### config.mk
export PLATFORM = sky130hd
export DESIGN_NAME = sacc_top
export DESIGN_NICKNAME = d
export VERILOG_FILES = /design/src/verilog/sacc_pkg.sv /design/src/verilog/sacc_top.sv /design/src/verilog/sacc_ctrl.sv /design/src/verilog/sacc_shift_add_pipe.sv /design/src/verilog/sacc_scheduler.sv /design/src/verilog/sacc_tag_fifo.sv
export SDC_FILE = /design/constraint.sdc
export NUM_CORES = 1
export LEC_CHECK = 0
export ABC_CLOCK_PERIOD_IN_PS = 9100
export BUFFER_PORTS_ARGS = -buffer_cell sky130_fd_sc_hd__buf_2
export CAP_MARGIN = 20
export CELL_PAD_IN_SITES_DETAIL_PLACEMENT = 0
export CELL_PAD_IN_SITES_GLOBAL_PLACEMENT = 1
export CORE_MARGIN = 2
export CORE_UTILIZATION = 45
export CTS_BUF_LIST = sky130_fd_sc_hd__clkbuf_8
export DETAILED_ROUTE_END_ITERATION = 10
export PLACE_DENSITY = 0.75
export SLEW_MARGIN = 15
export SYNTH_ARGS = -nofsm -noshare
export SYNTH_HDL_FRONTEND = slang
export SYNTH_SLANG_ARGS = --single-unit
### constraint.sdc
create_clock -name clk_i -period 9.1 [get_ports clk_i]
set_input_delay 1.82 -clock clk_i [delete_from_list [all_inputs] [get_ports clk_i]]
set_output_delay 1.82 -clock clk_i [all_outputs]
set_load 0.05 [all_outputs]
### src/verilog/sacc_pkg.sv
// Scaled accumulator shared types
package sacc_pkg;

    // Datapath widths
    localparam int unsigned ACC_W        = 32;
    localparam int unsigned SHIFT_W      = 4;
    localparam int unsigned TAG_W        = 4;

    // Pipeline depth, also the in-flight limit
    localparam int unsigned NUM_STAGES   = 3;

    // Queue sizes
    localparam int unsigned ADDEND_DEPTH = 8;
    localparam int unsigned FACTOR_DEPTH = 4;

    // Holds 0 to NUM_STAGES
    localparam int unsigned CNT_W        = 2;

    typedef logic [ACC_W-1:0]   acc_t;
    typedef logic [SHIFT_W-1:0] shift_t;
    typedef logic [TAG_W-1:0]   tag_t;
    typedef logic [CNT_W-1:0]   cnt_t;

    typedef enum logic [1:0] {
        IDLE,
        ACCUM,
        REDUCE,
        DONE
    } ctrl_state_e;

endpackage
### src/verilog/sacc_top.sv
// Scaled streaming accumulator top
`timescale 1ns/1ps

module sacc_top (
    input  logic              clk_i,
    input  logic              rst_ni,
    input  logic              clear_i,
    input  logic              add_valid_i,
    input  sacc_pkg::acc_t    add_i,
    input  logic              scale_valid_i,
    input  sacc_pkg::shift_t  scale_i,
    input  logic              reduce_i,
    output logic              ready_o,
    output logic              valid_o,
    output sacc_pkg::acc_t    acc_o
);
    import sacc_pkg::*;

    logic   addend_push;
    logic   addend_pop;
    acc_t   addend_wdata;
    tag_t   addend_wtag;
    acc_t   addend_data;
    tag_t   addend_tag;
    logic   addend_full;
    logic   addend_empty;

    logic   factor_push;
    logic   factor_pop;
    tag_t   factor_wtag;
    cnt_t   factor_wuses;
    shift_t factor_shift;
    tag_t   factor_tag;
    cnt_t   factor_uses;
    logic   factor_full;
    logic   factor_empty;

    logic   issue_valid;
    acc_t   issue_part;
    acc_t   issue_add;
    shift_t issue_shift;
    tag_t   issue_tag;
    logic   pipe_valid;
    acc_t   pipe_sum;
    tag_t   pipe_tag;

    cnt_t   in_flight;
    logic   reducing;
    logic   accepting;

    // Scale waits until queued addends have entered the loop
    assign ready_o = accepting & ~addend_full & ~factor_full
                   & ~(scale_valid_i & ~addend_empty);

    sacc_tag_fifo #(
        .DEPTH (ADDEND_DEPTH),
        .WIDTH (ACC_W + TAG_W)
    ) u_addend_fifo (
        .clk_i   (clk_i),
        .rst_ni  (rst_ni),
        .flush_i (clear_i),
        .push_i  (addend_push),
        .pop_i   (addend_pop),
        .data_i  ({addend_wdata, addend_wtag}),
        .data_o  ({addend_data, addend_tag}),
        .full_o  (addend_full),
        .empty_o (addend_empty)
    );

    sacc_tag_fifo #(
        .DEPTH (FACTOR_DEPTH),
        .WIDTH (SHIFT_W + TAG_W + CNT_W)
    ) u_factor_fifo (
        .clk_i   (clk_i),
        .rst_ni  (rst_ni),
        .flush_i (clear_i),
        .push_i  (factor_push),
        .pop_i   (factor_pop),
        .data_i  ({scale_i, factor_wtag, factor_wuses}),
        .data_o  ({factor_shift, factor_tag, factor_uses}),
        .full_o  (factor_full),
        .empty_o (factor_empty)
    );

    sacc_scheduler u_scheduler (
        .clk_i          (clk_i),
        .rst_ni         (rst_ni),
        .clear_i        (clear_i),
        .add_valid_i    (add_valid_i),
        .scale_valid_i  (scale_valid_i),
        .ready_i        (ready_o),
        .reducing_i     (reducing),
        .add_i          (add_i),
        .addend_data_i  (addend_data),
        .addend_tag_i   (addend_tag),
        .addend_empty_i (addend_empty),
        .factor_shift_i (factor_shift),
        .factor_tag_i   (factor_tag),
        .factor_uses_i  (factor_uses),
        .factor_empty_i (factor_empty),
        .pipe_valid_i   (pipe_valid),
        .pipe_sum_i     (pipe_sum),
        .pipe_tag_i     (pipe_tag),
        .addend_push_o  (addend_push),
        .addend_pop_o   (addend_pop),
        .addend_data_o  (addend_wdata),
        .addend_tag_o   (addend_wtag),
        .factor_push_o  (factor_push),
        .factor_pop_o   (factor_pop),
        .factor_tag_o   (factor_wtag),
        .factor_uses_o  (factor_wuses),
        .issue_valid_o  (issue_valid),
        .issue_part_o   (issue_part),
        .issue_add_o    (issue_add),
        .issue_shift_o  (issue_shift),
        .issue_tag_o    (issue_tag),
        .in_flight_o    (in_flight)
    );

    sacc_shift_add_pipe u_pipe (
        .clk_i   (clk_i),
        .rst_ni  (rst_ni),
        .flush_i (clear_i),
        .valid_i (issue_valid),
        .part_i  (issue_part),
        .add_i   (issue_add),
        .shift_i (issue_shift),
        .tag_i   (issue_tag),
        .valid_o (pipe_valid),
        .sum_o   (pipe_sum),
        .tag_o   (pipe_tag)
    );

    sacc_ctrl u_ctrl (
        .clk_i          (clk_i),
        .rst_ni         (rst_ni),
        .clear_i        (clear_i),
        .reduce_i       (reduce_i),
        .in_flight_i    (in_flight),
        .addend_empty_i (addend_empty),
        .factor_empty_i (factor_empty),
        .pipe_valid_i   (pipe_valid),
        .pipe_sum_i     (pipe_sum),
        .reducing_o     (reducing),
        .accepting_o    (accepting),
        .valid_o        (valid_o),
        .acc_o          (acc_o)
    );

endmodule

### src/verilog/sacc_ctrl.sv
// Phase control and result register
`timescale 1ns/1ps

module sacc_ctrl (
    input  logic            clk_i,
    input  logic            rst_ni,
    input  logic            clear_i,
    input  logic            reduce_i,
    input  sacc_pkg::cnt_t  in_flight_i,
    input  logic            addend_empty_i,
    input  logic            factor_empty_i,
    input  logic            pipe_valid_i,
    input  sacc_pkg::acc_t  pipe_sum_i,
    output logic            reducing_o,
    output logic            accepting_o,
    output logic            valid_o,
    output sacc_pkg::acc_t  acc_o
);
    import sacc_pkg::*;

    ctrl_state_e state_q;
    acc_t        acc_q;
    logic        nothing_queued;
    logic        last_sum;

    assign nothing_queued = (in_flight_i == '0) & addend_empty_i;

    // Single sum left and nothing waiting to merge
    assign last_sum = pipe_valid_i & (in_flight_i == cnt_t'(1))
                    & addend_empty_i & factor_empty_i;

    always_ff @(posedge clk_i or negedge rst_ni) begin
        if (!rst_ni) begin
            state_q <= IDLE;
            acc_q   <= '0;
        end else if (clear_i) begin
            state_q <= IDLE;
            acc_q   <= '0;
        end else begin
            unique case (state_q)
                IDLE, ACCUM: begin
                    if (reduce_i) begin
                        // Empty block finishes at once with zero
                        state_q <= nothing_queued ? DONE : REDUCE;
                    end else if (state_q == IDLE && !nothing_queued) begin
                        state_q <= ACCUM;
                    end
                end
                REDUCE: begin
                    if (last_sum) begin
                        state_q <= DONE;
                        acc_q   <= pipe_sum_i;
                    end
                end
                DONE: begin
                    state_q <= DONE;
                end
                default: begin
                    state_q <= IDLE;
                end
            endcase
        end
    end

    // Scheduler stays in writeback mode once done
    assign reducing_o  = (state_q == REDUCE) | (state_q == DONE);
    assign accepting_o = (state_q == IDLE) | (state_q == ACCUM);
    assign valid_o     = (state_q == DONE);
    assign acc_o       = acc_q;

endmodule

### src/verilog/sacc_shift_add_pipe.sv
// Tagged shift-add pipeline
`timescale 1ns/1ps

module sacc_shift_add_pipe (
    input  logic              clk_i,
    input  logic              rst_ni,
    input  logic              flush_i,
    input  logic              valid_i,
    input  sacc_pkg::acc_t    part_i,
    input  sacc_pkg::acc_t    add_i,
    input  sacc_pkg::shift_t  shift_i,
    input  sacc_pkg::tag_t    tag_i,
    output logic              valid_o,
    output sacc_pkg::acc_t    sum_o,
    output sacc_pkg::tag_t    tag_o
);
    import sacc_pkg::*;

    logic [NUM_STAGES-1:0] valid_q;
    tag_t                  tag_q [NUM_STAGES];
    acc_t                  shifted_q;
    acc_t                  add_q;
    acc_t                  sum_q [1:NUM_STAGES-1];

    always_ff @(posedge clk_i or negedge rst_ni) begin
        if (!rst_ni) begin
            valid_q <= '0;
        end else if (flush_i) begin
            valid_q <= '0;
        end else begin
            valid_q <= {valid_q[NUM_STAGES-2:0], valid_i};
        end
    end

    always_ff @(posedge clk_i) begin
        // Stage one shifts, stage two adds
        shifted_q <= part_i >> shift_i;
        add_q     <= add_i;
        tag_q[0]  <= tag_i;
        sum_q[1]  <= shifted_q + add_q;
        for (int s = 1; s < NUM_STAGES; s++) begin
            tag_q[s] <= tag_q[s-1];
        end
        // Remaining stages only delay
        for (int s = 2; s < NUM_STAGES; s++) begin
            sum_q[s] <= sum_q[s-1];
        end
    end

    assign valid_o = valid_q[NUM_STAGES-1];
    assign sum_o   = sum_q[NUM_STAGES-1];
    assign tag_o   = tag_q[NUM_STAGES-1];

endmodule

### src/verilog/sacc_scheduler.sv
// Tag matching and operand scheduling
`timescale 1ns/1ps

module sacc_scheduler (
    input  logic              clk_i,
    input  logic              rst_ni,
    input  logic              clear_i,
    input  logic              add_valid_i,
    input  logic              scale_valid_i,
    input  logic              ready_i,
    input  logic              reducing_i,
    input  sacc_pkg::acc_t    add_i,
    input  sacc_pkg::acc_t    addend_data_i,
    input  sacc_pkg::tag_t    addend_tag_i,
    input  logic              addend_empty_i,
    input  sacc_pkg::shift_t  factor_shift_i,
    input  sacc_pkg::tag_t    factor_tag_i,
    input  sacc_pkg::cnt_t    factor_uses_i,
    input  logic              factor_empty_i,
    input  logic              pipe_valid_i,
    input  sacc_pkg::acc_t    pipe_sum_i,
    input  sacc_pkg::tag_t    pipe_tag_i,
    output logic              addend_push_o,
    output logic              addend_pop_o,
    output sacc_pkg::acc_t    addend_data_o,
    output sacc_pkg::tag_t    addend_tag_o,
    output logic              factor_push_o,
    output logic              factor_pop_o,
    output sacc_pkg::tag_t    factor_tag_o,
    output sacc_pkg::cnt_t    factor_uses_o,
    output logic              issue_valid_o,
    output sacc_pkg::acc_t    issue_part_o,
    output sacc_pkg::acc_t    issue_add_o,
    output sacc_pkg::shift_t  issue_shift_o,
    output sacc_pkg::tag_t    issue_tag_o,
    output sacc_pkg::cnt_t    in_flight_o
);
    import sacc_pkg::*;

    tag_t tag_q;
    cnt_t in_flight_q;
    cnt_t uses_q;
    tag_t next_tag;
    logic add_accept;
    logic scale_accept;
    logic factor_match;
    logic last_use;
    logic addend_hit;
    logic addend_hit_next;
    logic writeback;
    logic start_new;

    assign add_accept   = add_valid_i & ready_i;
    assign scale_accept = scale_valid_i & ready_i;
    assign next_tag     = pipe_tag_i + tag_t'(1);

    // Match decisions on the pipeline output
    assign factor_match    = pipe_valid_i & ~factor_empty_i & (factor_tag_i == pipe_tag_i);
    assign last_use        = factor_match & (uses_q == cnt_t'(factor_uses_i - 1'b1));
    assign addend_hit      = ~addend_empty_i & (addend_tag_i == pipe_tag_i);
    assign addend_hit_next = ~addend_empty_i & (addend_tag_i == next_tag);

    // Only fully scaled sums leave the loop during reduction
    assign writeback = pipe_valid_i & ~factor_match & ~addend_hit & reducing_i & factor_empty_i;

    // Free slot at the pipeline input
    assign start_new = ~pipe_valid_i & ~addend_empty_i & ~reducing_i
                     & (in_flight_q < cnt_t'(NUM_STAGES));

    always_comb begin
        issue_valid_o = 1'b0;
        issue_part_o  = pipe_sum_i;
        issue_add_o   = '0;
        issue_shift_o = '0;
        issue_tag_o   = pipe_tag_i;
        addend_pop_o  = 1'b0;
        if (pipe_valid_i) begin
            if (factor_match) begin
                issue_valid_o = 1'b1;
                issue_shift_o = factor_shift_i;
                issue_tag_o   = next_tag;
                if (addend_hit_next) begin
                    issue_add_o  = addend_data_i;
                    addend_pop_o = 1'b1;
                end
            end else if (addend_hit) begin
                issue_valid_o = 1'b1;
                issue_add_o   = addend_data_i;
                addend_pop_o  = 1'b1;
            end else if (!writeback) begin
                // Circulate plus zero
                issue_valid_o = 1'b1;
            end
        end else if (start_new) begin
            issue_valid_o = 1'b1;
            issue_part_o  = addend_data_i;
            issue_tag_o   = addend_tag_i;
            addend_pop_o  = 1'b1;
        end
    end

    assign addend_push_o = add_accept | writeback;
    assign addend_data_o = writeback ? pipe_sum_i : add_i;
    assign addend_tag_o  = writeback ? pipe_tag_i : tag_q;

    // A scale with nothing in flight has no sum to correct
    assign factor_uses_o = in_flight_q + cnt_t'(start_new);
    assign factor_push_o = scale_accept & (factor_uses_o != '0);
    assign factor_tag_o  = tag_q;
    assign factor_pop_o  = last_use;

    assign in_flight_o = in_flight_q;

    always_ff @(posedge clk_i or negedge rst_ni) begin
        if (!rst_ni) begin
            tag_q       <= '0;
            in_flight_q <= '0;
            uses_q      <= '0;
        end else if (clear_i) begin
            tag_q       <= '0;
            in_flight_q <= '0;
            uses_q      <= '0;
        end else begin
            if (scale_accept) begin
                tag_q <= tag_q + tag_t'(1);
            end
            if (start_new) begin
                in_flight_q <= in_flight_q + cnt_t'(1);
            end else if (writeback) begin
                in_flight_q <= in_flight_q - cnt_t'(1);
            end
            if (factor_match) begin
                uses_q <= last_use ? '0 : uses_q + cnt_t'(1);
            end
        end
    end

    // Every pipeline output belongs to a counted sum, so the count cannot wrap
    assert property (@(posedge clk_i) disable iff (!rst_ni)
        pipe_valid_i |-> (in_flight_q != '0));

endmodule

### src/verilog/sacc_tag_fifo.sv
// Synchronous FIFO with flush
`timescale 1ns/1ps

module sacc_tag_fifo #(
    parameter int unsigned DEPTH = 4,
    parameter int unsigned WIDTH = 8
) (
    input  logic             clk_i,
    input  logic             rst_ni,
    input  logic             flush_i,
    input  logic             push_i,
    input  logic             pop_i,
    input  logic [WIDTH-1:0] data_i,
    output logic [WIDTH-1:0] data_o,
    output logic             full_o,
    output logic             empty_o
);

    localparam int unsigned PTR_W = (DEPTH > 1) ? $clog2(DEPTH) : 1;

    logic [WIDTH-1:0] mem_q [DEPTH];
    logic [PTR_W-1:0] wr_ptr_q;
    logic [PTR_W-1:0] rd_ptr_q;
    logic [PTR_W:0]   fill_q;

    assign data_o  = mem_q[rd_ptr_q];
    assign full_o  = (fill_q == (PTR_W + 1)'(DEPTH));
    assign empty_o = (fill_q == '0);

    always_ff @(posedge clk_i or negedge rst_ni) begin
        if (!rst_ni) begin
            wr_ptr_q <= '0;
            rd_ptr_q <= '0;
            fill_q   <= '0;
        end else if (flush_i) begin
            wr_ptr_q <= '0;
            rd_ptr_q <= '0;
            fill_q   <= '0;
        end else begin
            if (push_i) begin
                wr_ptr_q <= (wr_ptr_q == PTR_W'(DEPTH - 1)) ? '0 : wr_ptr_q + 1'b1;
            end
            if (pop_i) begin
                rd_ptr_q <= (rd_ptr_q == PTR_W'(DEPTH - 1)) ? '0 : rd_ptr_q + 1'b1;
            end
            if (push_i && !pop_i) begin
                fill_q <= fill_q + 1'b1;
            end else if (pop_i && !push_i) begin
                fill_q <= fill_q - 1'b1;
            end
        end
    end

    always_ff @(posedge clk_i) begin
        if (push_i) begin
            mem_q[wr_ptr_q] <= data_i;
        end
    end

    // Writers upstream must respect full and empty
    assert property (@(posedge clk_i) disable iff (!rst_ni || flush_i) push_i |-> !full_o);
    assert property (@(posedge clk_i) disable iff (!rst_ni || flush_i) pop_i |-> !empty_o);

endmodule

# [After elaboration in Yosys (flattened, before gate mapping)]
# Memories as Yosys holds them, arrays and structs flattened.
# Index checks and enable logic that the tools add are counted.
# Widths: inputs -> output; s select.
[word_totals] memories=4 reg_bits=126 out_inout_bits=34 ramBits=404 word_cells=177
[op_classes] shifts=1 n_bitwise=35 eq_ne=16 n_lt_le_gt_ge=1 reduce_logical=29 mux=61 add_sub_neg=16
[memory_table] memory="u_addend_fifo.mem_q" depth=8 word_bits=36 read_ports=1 rd_ports_with_merged_regs=0 write_ports=1 line="sacc_tag_fifo.sv:21" rtl="logic [WIDTH-1:0] mem_q [DEPTH];"
[memory_table] memory="u_pipe.sum_q" depth=2 word_bits=32 read_ports=2 rd_ports_with_merged_regs=0 write_ports=2 line="sacc_shift_add_pipe.sv:23" rtl="acc_t sum_q [1:NUM_STAGES-1];"
[memory_table] memory="u_factor_fifo.mem_q" depth=4 word_bits=10 read_ports=1 rd_ports_with_merged_regs=0 write_ports=1 line="sacc_tag_fifo.sv:21"
[memory_table] memory="u_pipe.tag_q" depth=3 word_bits=4 read_ports=3 rd_ports_with_merged_regs=0 write_ports=3 line="sacc_shift_add_pipe.sv:20" rtl="tag_t tag_q [NUM_STAGES];"
[ops] op="$mux 32" count=9
[ops] op="$mux 4" count=11
[ops] op="$add 32x32->32" count=1
[ops] op="$mux 2" count=16
[ops] op="$shr 32x4->32" count=1
[ops] op="$mux 3" count=10
[ops] op="$and 1x1->1" count=23
[ops] op="$reduce_bool 2->1" count=9
[ops] op="$mux 1" count=14
[ops] op="$add 4x1->4 const B" count=3
[ops] op="$eq 4x4->1" count=3
[ops] op="$add 3x1->3 const B" count=3
[ops] op="$eq 3x3->1 const B" count=3
[ops] op="$not 1->1" count=9
[ops] op="$reduce_bool 3->1" count=3
[ops] op="$add 2x1->2 const B" count=4
[ops] op="$eq 2x2->1 const B" count=4
[ops] op="$pmux 2 s3" count=1
[ops] op="$logic_and 1x1->1" count=5
[ops] op="$logic_not 1->1" count=5
[ops] op="$eq 2x1->1 const B" count=2
[ops] op="$eq 4x4->1 const B" count=1
[ops] op="$logic_not 2->1" count=2
[ops] op="$logic_not 4->1" count=1
[ops] op="other kinds (12)" count=16

# [Depth between registers and ports, before layout]
[logic_depth] word_depth=15 ltp_mapped=15 mapped_depth_nobuf=13

# [By module]
# From an unflattened synthesis, not the netlist that was laid out.
[unflattened] cells_unflattened=1507 hier_area_um2=22983.3
[modules_own_cells] mod="sacc_tag_fifo (u_addend_fifo)" cells_each=489 instances=1 area_each_um2=11477.3
[modules_own_cells] mod="sacc_shift_add_pipe" cells_each=556 instances=1 area_each_um2=5945.7
[modules_own_cells] mod="sacc_tag_fifo (u_factor_fifo)" cells_each=95 instances=1 area_each_um2=1905.6
[modules_own_cells] mod="sacc_scheduler" cells_each=211 instances=1 area_each_um2=1894.3
[modules_own_cells] mod="sacc_ctrl" cells_each=154 instances=1 area_each_um2=1731.7
[modules_own_cells] mod="sacc_top" cells_each=2 instances=1 area_each_um2=28.8

# [Worst setup path before layout]
# Ideal clock, no wire load.
[synth_timing] kind="input to register" from="input scale_valid_i" to="memory u_addend_fifo.mem_q[4][0] (netlist name), enable pin" stages=4 arrival_time_ns=6.390 slack_ns=2.178 path_cell_list="nor2_1 o21a_1 a21oi_4 nor4b_1"
[synth_via] elab_chain_len=7
[synth_rtl] element="start, declared" line="sacc_top.sv:10" rtl="input logic scale_valid_i,"
[synth_rtl] element="$and 1x1->1" line="sacc_top.sv:53" rtl="& ~(scale_valid_i & ~addend_empty);"
[synth_rtl] element="$not 1->1" line="sacc_top.sv:53"
[synth_rtl] element="$and 1x1->1" line="sacc_top.sv:53"
[synth_rtl] element="via ready_o" line="sacc_top.sv:13" rtl="output logic ready_o,"
[synth_rtl] element="$and 1x1->1" line="sacc_scheduler.sv:53" rtl="assign add_accept = add_valid_i & ready_i;"
[synth_rtl] element="$or 1x1->1" line="sacc_scheduler.sv:102" rtl="assign addend_push_o = add_accept | writeback;"
[synth_rtl] element="$mux 1" line="sacc_tag_fifo.sv:55" rtl="if (push_i) begin"
[synth_rtl] element="$mux 1 (implied by the code)" line="sacc_tag_fifo.sv:56" rtl="mem_q[wr_ptr_q] <= data_i;"
[synth_rtl] element="end, declared" line="sacc_tag_fifo.sv:21"
# The timed path passes the listed nets, and every way through them passes these cells.

# [Worst setup path in the final report]
[layout_timing] from="register u_addend_fifo.rd_ptr_q[1]" to="register u_addend_fifo.fill_q[3]"
[layout_via] elab_chain_len=11 elab_cells_between_ends=21
[layout_rtl] element="start, declared" line="sacc_tag_fifo.sv:23" rtl="logic [PTR_W-1:0] rd_ptr_q;"
[layout_rtl] element="start signal, assigned" line="sacc_tag_fifo.sv:44" rtl="rd_ptr_q <= (rd_ptr_q == PTR_W'(DEPTH - 1)) ? '0 : rd_ptr_q + 1'b1;"
[layout_rtl] element="$mem_v2 8x36 *"
[layout_rtl] element="$eq 4x4->1" line="sacc_scheduler.sv:60" rtl="assign addend_hit = ~addend_empty_i & (addend_tag_i == pipe_tag_i);"
[layout_rtl] element="$and 1x1->1" line="sacc_scheduler.sv:60"
[layout_rtl] element="$not 1->1" line="sacc_scheduler.sv:64" rtl="assign writeback = pipe_valid_i & ~factor_match & ~addend_hit & reducing_i & factor_empty_i;"
[layout_rtl] element="$and 1x1->1 (3 in a row)" line="sacc_scheduler.sv:64"
[layout_rtl] element="$or 1x1->1" line="sacc_scheduler.sv:102"
[layout_rtl] element="$logic_and 1x1->1 / $logic_not 1->1 (equally long branches)" line="sacc_tag_fifo.sv:46, sacc_tag_fifo.sv:48"
[layout_rtl] element="$mux 4 / $logic_and 1x1->1 (equally long branches)" line="sacc_tag_fifo.sv:46, sacc_tag_fifo.sv:48"
[layout_rtl] element="$mux 4 / $reduce_bool 3->1 (equally long branches)"
[layout_rtl] element="end signal, assigned" line="sacc_tag_fifo.sv:47" rtl="fill_q <= fill_q + 1'b1;"
[layout_rtl] element="end signal, assigned" line="sacc_tag_fifo.sv:49" rtl="fill_q <= fill_q - 1'b1;"
[layout_rtl] element="end, declared" line="sacc_tag_fifo.sv:24" rtl="logic [PTR_W:0] fill_q;"
# Mark *: on every way between the ends. The rest lies on a longest branch, timed or not.
# A chain may end at the register's enable or synchronous reset.

==> impl_metrics.sql <==
INSERT INTO impl_metrics (metric_group, metric, value, unit) VALUES
('status', 'run_status', 'finished clean', ''),
('critical_path', 'worst_ep_required_time', '9600', 'ps'),
('routing', 'routed_wire_length_per_instance', '21.7', 'µm'),
('power', 'power_per_cell_area', '285', 'nW/µm²'),
('finish', 'antenna-diode-count', '0', ''),
('floorplan', 'design.core.area', '48700', 'µm²'),
('global_route', 'overflow', '0', ''),
('place', 'detailed_place_hpwl', '34.0', 'mm'),
('timing', 'final.setup.worst_slack', '4010', 'ps'),
('clock_network', 'htree_num_levels', '3', ''),
('logic_synthesis', 'synth_enable_flop_cells', '328', ''),
('routing', 'drtIter0Drc', '979', ''),
('power', 'internal_power', '4.79', 'mW'),
('logic_synthesis', 'yosys_register_bits', '530', ''),
('critical_path', 'end_kind', 'flop', ''),
('critical_path', 'crit_fanout', '64', ''),
('routing', 'wirelength', '52.0', 'mm'),
('logic_synthesis', 'synthesis.area', '22100', 'µm²'),
('power', 'power.switching_fraction', '32.7', '%'),
('timing', 'rsz0062_at_grt', 'no', ''),
('critical_path', 'cp_num_buf_inv', '2', ''),
('place', 'detailedPlace.worstSlack', '4000', 'ps'),
('critical_path', 'worst_path_dominant_cell_family', 'buffers and inverters', ''),
('place', 'numPortBuffers', '75', ''),
('timing', 'timing.slew.headroom', '32.1', '%'),
('routing', 'drtPass1Iterations', '5', ''),
('finish', 'ff_latch_area', '14200', 'µm²'),
('logic_synthesis', 'netlist-cell-type-count', '69', ''),
('place', 'dpl-instance-area', '23300', 'µm²'),
('timing', 'max_freq', '0.197', 'GHz'),
('clock_network', 'clock_latency', '640', 'ps'),
('clock_network', 'clock_path_buffers', '3', ''),
('timing', 'number_of_setup_violations_in_the_final_report', '0', ''),
('timing', 'report.final.slew_viol_count', '0', ''),
('clock_network', 'cts-buffers-inserted', '84', ''),
('finish', 'final_core_utilization', '51.2', '%'),
('clock_network', 'cts-resized-gates', '0', ''),
('logic_synthesis', 'synth_nets', '1659', ''),
('global_route', 'grt_pass1_vias', '13000', ''),
('routing', 'ant_nets', '0', ''),
('logic_synthesis', 'post_synth_inst_count', '1566', ''),
('power', 'net-switching-power', '2.33', 'mW'),
('global_route', 'largest_net_degree_at_the_start_of_global_routing', '65', ''),
('floorplan', 'die_width', '226', 'µm'),
('critical_path', 'critical_path.cell_chain', 'buf_4 -> mux4_2 -> mux2i_1 -> xnor2_1 -> or4_1 -> o211a_2 -> buf_4 -> a21o_4 -> nand2_1 -> ha_1 -> a21o_1 -> a21oi_1 -> nand2_1 -> o22a_1 -> mux2_4', ''),
('global_route', 'groute.layer.met3.usage', '3.49', '%'),
('critical_path', 'critPathSlowestCell', 'sky130_fd_sc_hd__buf_4', ''),
('floorplan', 'floorplan.rows', '81', ''),
('timing', 'setup_tns', '0', 'ps'),
('clock_network', 'postCtsSetupBuffers', '0', ''),
('clock_network', 'root_buffer', 'sky130_fd_sc_hd__clkbuf_8', ''),
('routing', 'via_count', '13000', ''),
('power', 'power.share.sequential', '45.6', '%'),
('floorplan', 'floorplan.die.height', '226', 'µm'),
('logic_synthesis', 'yosysWarnings', '0', ''),
('timing', 'fin_skew', '42.6', 'ps'),
('logic_synthesis', 'postSynth.topFlopCell', 'sky130_fd_sc_hd__edfxtp_1', ''),
('power', 'power.share.combinational', '26.5', '%'),
('global_route', 'first_pass_grt_wire_length', '78.9', 'mm'),
('critical_path', 'timing.setup.critical_path_class', 'reg2reg', ''),
('timing', 'min_period', '5090', 'ps'),
('floorplan', 'top_level_ports', '76', ''),
('finish', 'multiInputGateArea', '7550', 'µm²'),
('power', 'clock_power_share', '27.9', '%'),
('power', 'power.ir.vdd_worst', '0.0000979', 'V'),
('power', 'p_total', '7.12', 'mW'),
('routing', 'drt-vias-per-instance', '5.42', ''),
('power', 'power_leakage', '9.42', 'nW'),
('finish', 'layout.cell_area.non_filler', '24900', 'µm²'),
('clock_network', 'cts.clk_slew.worst_paths', '60', 'ps'),
('global_route', 'grtUsageMet1', '28.8', '%');
-- sequential cells by signal, summed over array words and instances (netlist names) --
| name | cells |
|---|---|
| u_factor_fifo.wr_ptr_q | 2 |
| u_scheduler.uses_q | 2 |
| u_factor_fifo.fill_q | 3 |
| u_scheduler.factor_tag_o | 4 |
| u_addend_fifo.wr_ptr_q | 3 |
| u_pipe.shifted_q | 32 |
| u_factor_fifo.mem_q | 40 |
| u_addend_fifo.mem_q | 288 |
| u_pipe.valid_q | 3 |
| u_pipe.tag_q | 12 |
| u_addend_fifo.rd_ptr_q | 3 |
| u_pipe.add_q | 32 |
| u_scheduler.in_flight_o | 2 |
| u_ctrl.acc_o | 32 |
| u_ctrl.state_q | 2 |
| u_factor_fifo.rd_ptr_q | 2 |
| u_pipe.sum_q | 64 |
| u_addend_fifo.fill_q | 4 |
-- worst paths after layout --
path,start,end,slack (ps),cells past startpoint
max in group asynchronous,rst_ni,u_addend_fifo.rd_ptr_q[0],7090,1
setup / recovery,u_addend_fifo.rd_ptr_q[1],u_addend_fifo.fill_q[3],4010,15
min in group asynchronous,rst_ni,u_ctrl.acc_o[5],1330,1
setup reg to reg,u_addend_fifo.rd_ptr_q[1],u_addend_fifo.fill_q[3],4010,15
hold reg to reg,u_pipe.tag_q[0][6],u_pipe.tag_q[0][10],310,0
hold / removal,u_pipe.tag_q[0][6],u_pipe.tag_q[0][10],310,0
-- synthesized netlist by cell type, types with 6 or more instances --
master                       n  share of area [%]
sky130_fd_sc_hd__o21ai_0    27               0.61
sky130_fd_sc_hd__a21o_1     21               0.71
sky130_fd_sc_hd__nor2_1    161                2.7
sky130_fd_sc_hd__mux4_2     79                8.0
sky130_fd_sc_hd__clkbuf_1   55               0.93
sky130_fd_sc_hd__o211ai_1    6               0.20
sky130_fd_sc_hd__inv_1      28               0.47
sky130_fd_sc_hd__dfrtp_1    62                7.0
sky130_fd_sc_hd__nand2b_1    6               0.17
sky130_fd_sc_hd__buf_2      14               0.32
sky130_fd_sc_hd__nand2_1   112                1.9
sky130_fd_sc_hd__mux2i_1   103                4.7
sky130_fd_sc_hd__dfxtp_1   140                 13
sky130_fd_sc_hd__ha_1       48                2.7
sky130_fd_sc_hd__and3_1      7               0.20
sky130_fd_sc_hd__buf_1      12               0.20
sky130_fd_sc_hd__mux2_2     42                2.1
sky130_fd_sc_hd__a211oi_1   17               0.58
sky130_fd_sc_hd__nand3_1     9               0.20
sky130_fd_sc_hd__xor2_1     13               0.51
sky130_fd_sc_hd__o21a_1     10               0.34
sky130_fd_sc_hd__nor3_1     18               0.41
sky130_fd_sc_hd__nor2b_1     8               0.23
sky130_fd_sc_hd__edfxtp_1  328                 45
sky130_fd_sc_hd__and2_1      7               0.20
sky130_fd_sc_hd__a21oi_1   117                2.6
sky130_fd_sc_hd__xnor2_1    35                1.4
-- metrics by stage --
step,instances,hold WS (ps)
floorplan,1566,310
global placement,2247,311
global route,2399,323
detailed placement,2248,312
CTS,2399,316
finish,2399,314
-- area by class of cell --
cell class	instances	share of cell area, %
clock buffer	102	5.63
inverter	28	0.421
timing repair buffer	100	2.30
multi-input combinational	926	30.3
sequential	530	57.0
tap	664	3.33
clock inverter	49	1.07
-- power by group through the flow --
stage	Combinational (mW)	Clock (mW)	Sequential, mW
after CTS	1.89	2.04	3.24
after global placement	1.86	0	3.29
after floorplan	1.45	0	3.09
final	1.89	1.99	3.24
after global routing	2.07	2.14	3.28
after detailed placement	1.87	0	3.29
-- cells by family (layout without fill, tap and decap cells) --
| logic type | after synthesis | in the layout | share of synthesized area [%] |
|---|---|---|---|
| adders and majority gates | 51 | 51 | 2.99 |
| DFF | 530 | 530 | 64.2 |
| xor gates and xnor gates | 49 | 49 | 2.02 |
| AOI/OAI and AO/OA | 243 | 243 | 6.89 |
| and+or+nand+nor | 358 | 358 | 7.02 |
| muxes | 225 | 225 | 14.9 |
| buffers and inverters | 110 | 279 | 1.98 |
-- placed cells by master (no fill, tap or decap), types with 4 or more instances in the layout --
| cell type | n |
|---|---|
| sky130_fd_sc_hd__a211oi_1 | 17 |
| sky130_fd_sc_hd__a21o_1 | 21 |
| sky130_fd_sc_hd__a21oi_1 | 117 |
| sky130_fd_sc_hd__and2_1 | 7 |
| sky130_fd_sc_hd__and3_1 | 7 |
| sky130_fd_sc_hd__buf_2 | 74 |
| sky130_fd_sc_hd__buf_4 | 25 |
| sky130_fd_sc_hd__clkbuf_8 | 102 |
| sky130_fd_sc_hd__clkinv_1 | 11 |
| sky130_fd_sc_hd__clkinv_2 | 9 |
| sky130_fd_sc_hd__dfrtp_1 | 59 |
| sky130_fd_sc_hd__dfxtp_1 | 140 |
| sky130_fd_sc_hd__edfxtp_1 | 328 |
| sky130_fd_sc_hd__ha_1 | 48 |
| sky130_fd_sc_hd__inv_1 | 51 |
| sky130_fd_sc_hd__mux2_2 | 42 |
| sky130_fd_sc_hd__mux2i_1 | 103 |
| sky130_fd_sc_hd__mux4_2 | 79 |
| sky130_fd_sc_hd__nand2_1 | 112 |
| sky130_fd_sc_hd__nand2b_1 | 6 |
| sky130_fd_sc_hd__nand3_1 | 9 |
| sky130_fd_sc_hd__nand4_1 | 5 |
| sky130_fd_sc_hd__nor2_1 | 160 |
| sky130_fd_sc_hd__nor2b_1 | 8 |
| sky130_fd_sc_hd__nor3_1 | 15 |
| sky130_fd_sc_hd__nor4_1 | 4 |
| sky130_fd_sc_hd__o211ai_1 | 6 |
| sky130_fd_sc_hd__o21a_1 | 10 |
| sky130_fd_sc_hd__o21ai_0 | 27 |
| sky130_fd_sc_hd__o21bai_1 | 4 |
| sky130_fd_sc_hd__o22ai_1 | 5 |
| sky130_fd_sc_hd__xnor2_1 | 35 |
| sky130_fd_sc_hd__xor2_1 | 13 |
-- worst reg2reg max path: cells and delay by family (launching register included) --
kind / cells / cell delay [ps]
buffers and inverters: 2 / 1140
AOI/OAI and AO/OA: 5 / 1150
DFF: 1 / 550
xor gates and xnor gates: 1 / 120
adders and majority gates: 1 / 250
muxes: 3 / 980
and+or+nand+nor: 3 / 750
-- metal layers --
metal | wire length, µm | part of all wire, % | vias up
li1 | - | - | 6057
met1 | 23800 | 46 | 6528
met2 | 24800 | 48 | 331
met3 | 2300 | 4.4 | 85
met4 | 1170 | 2.2 | 0
met5 | 0 | 0 | -
(Power assumes the default switching activity.)
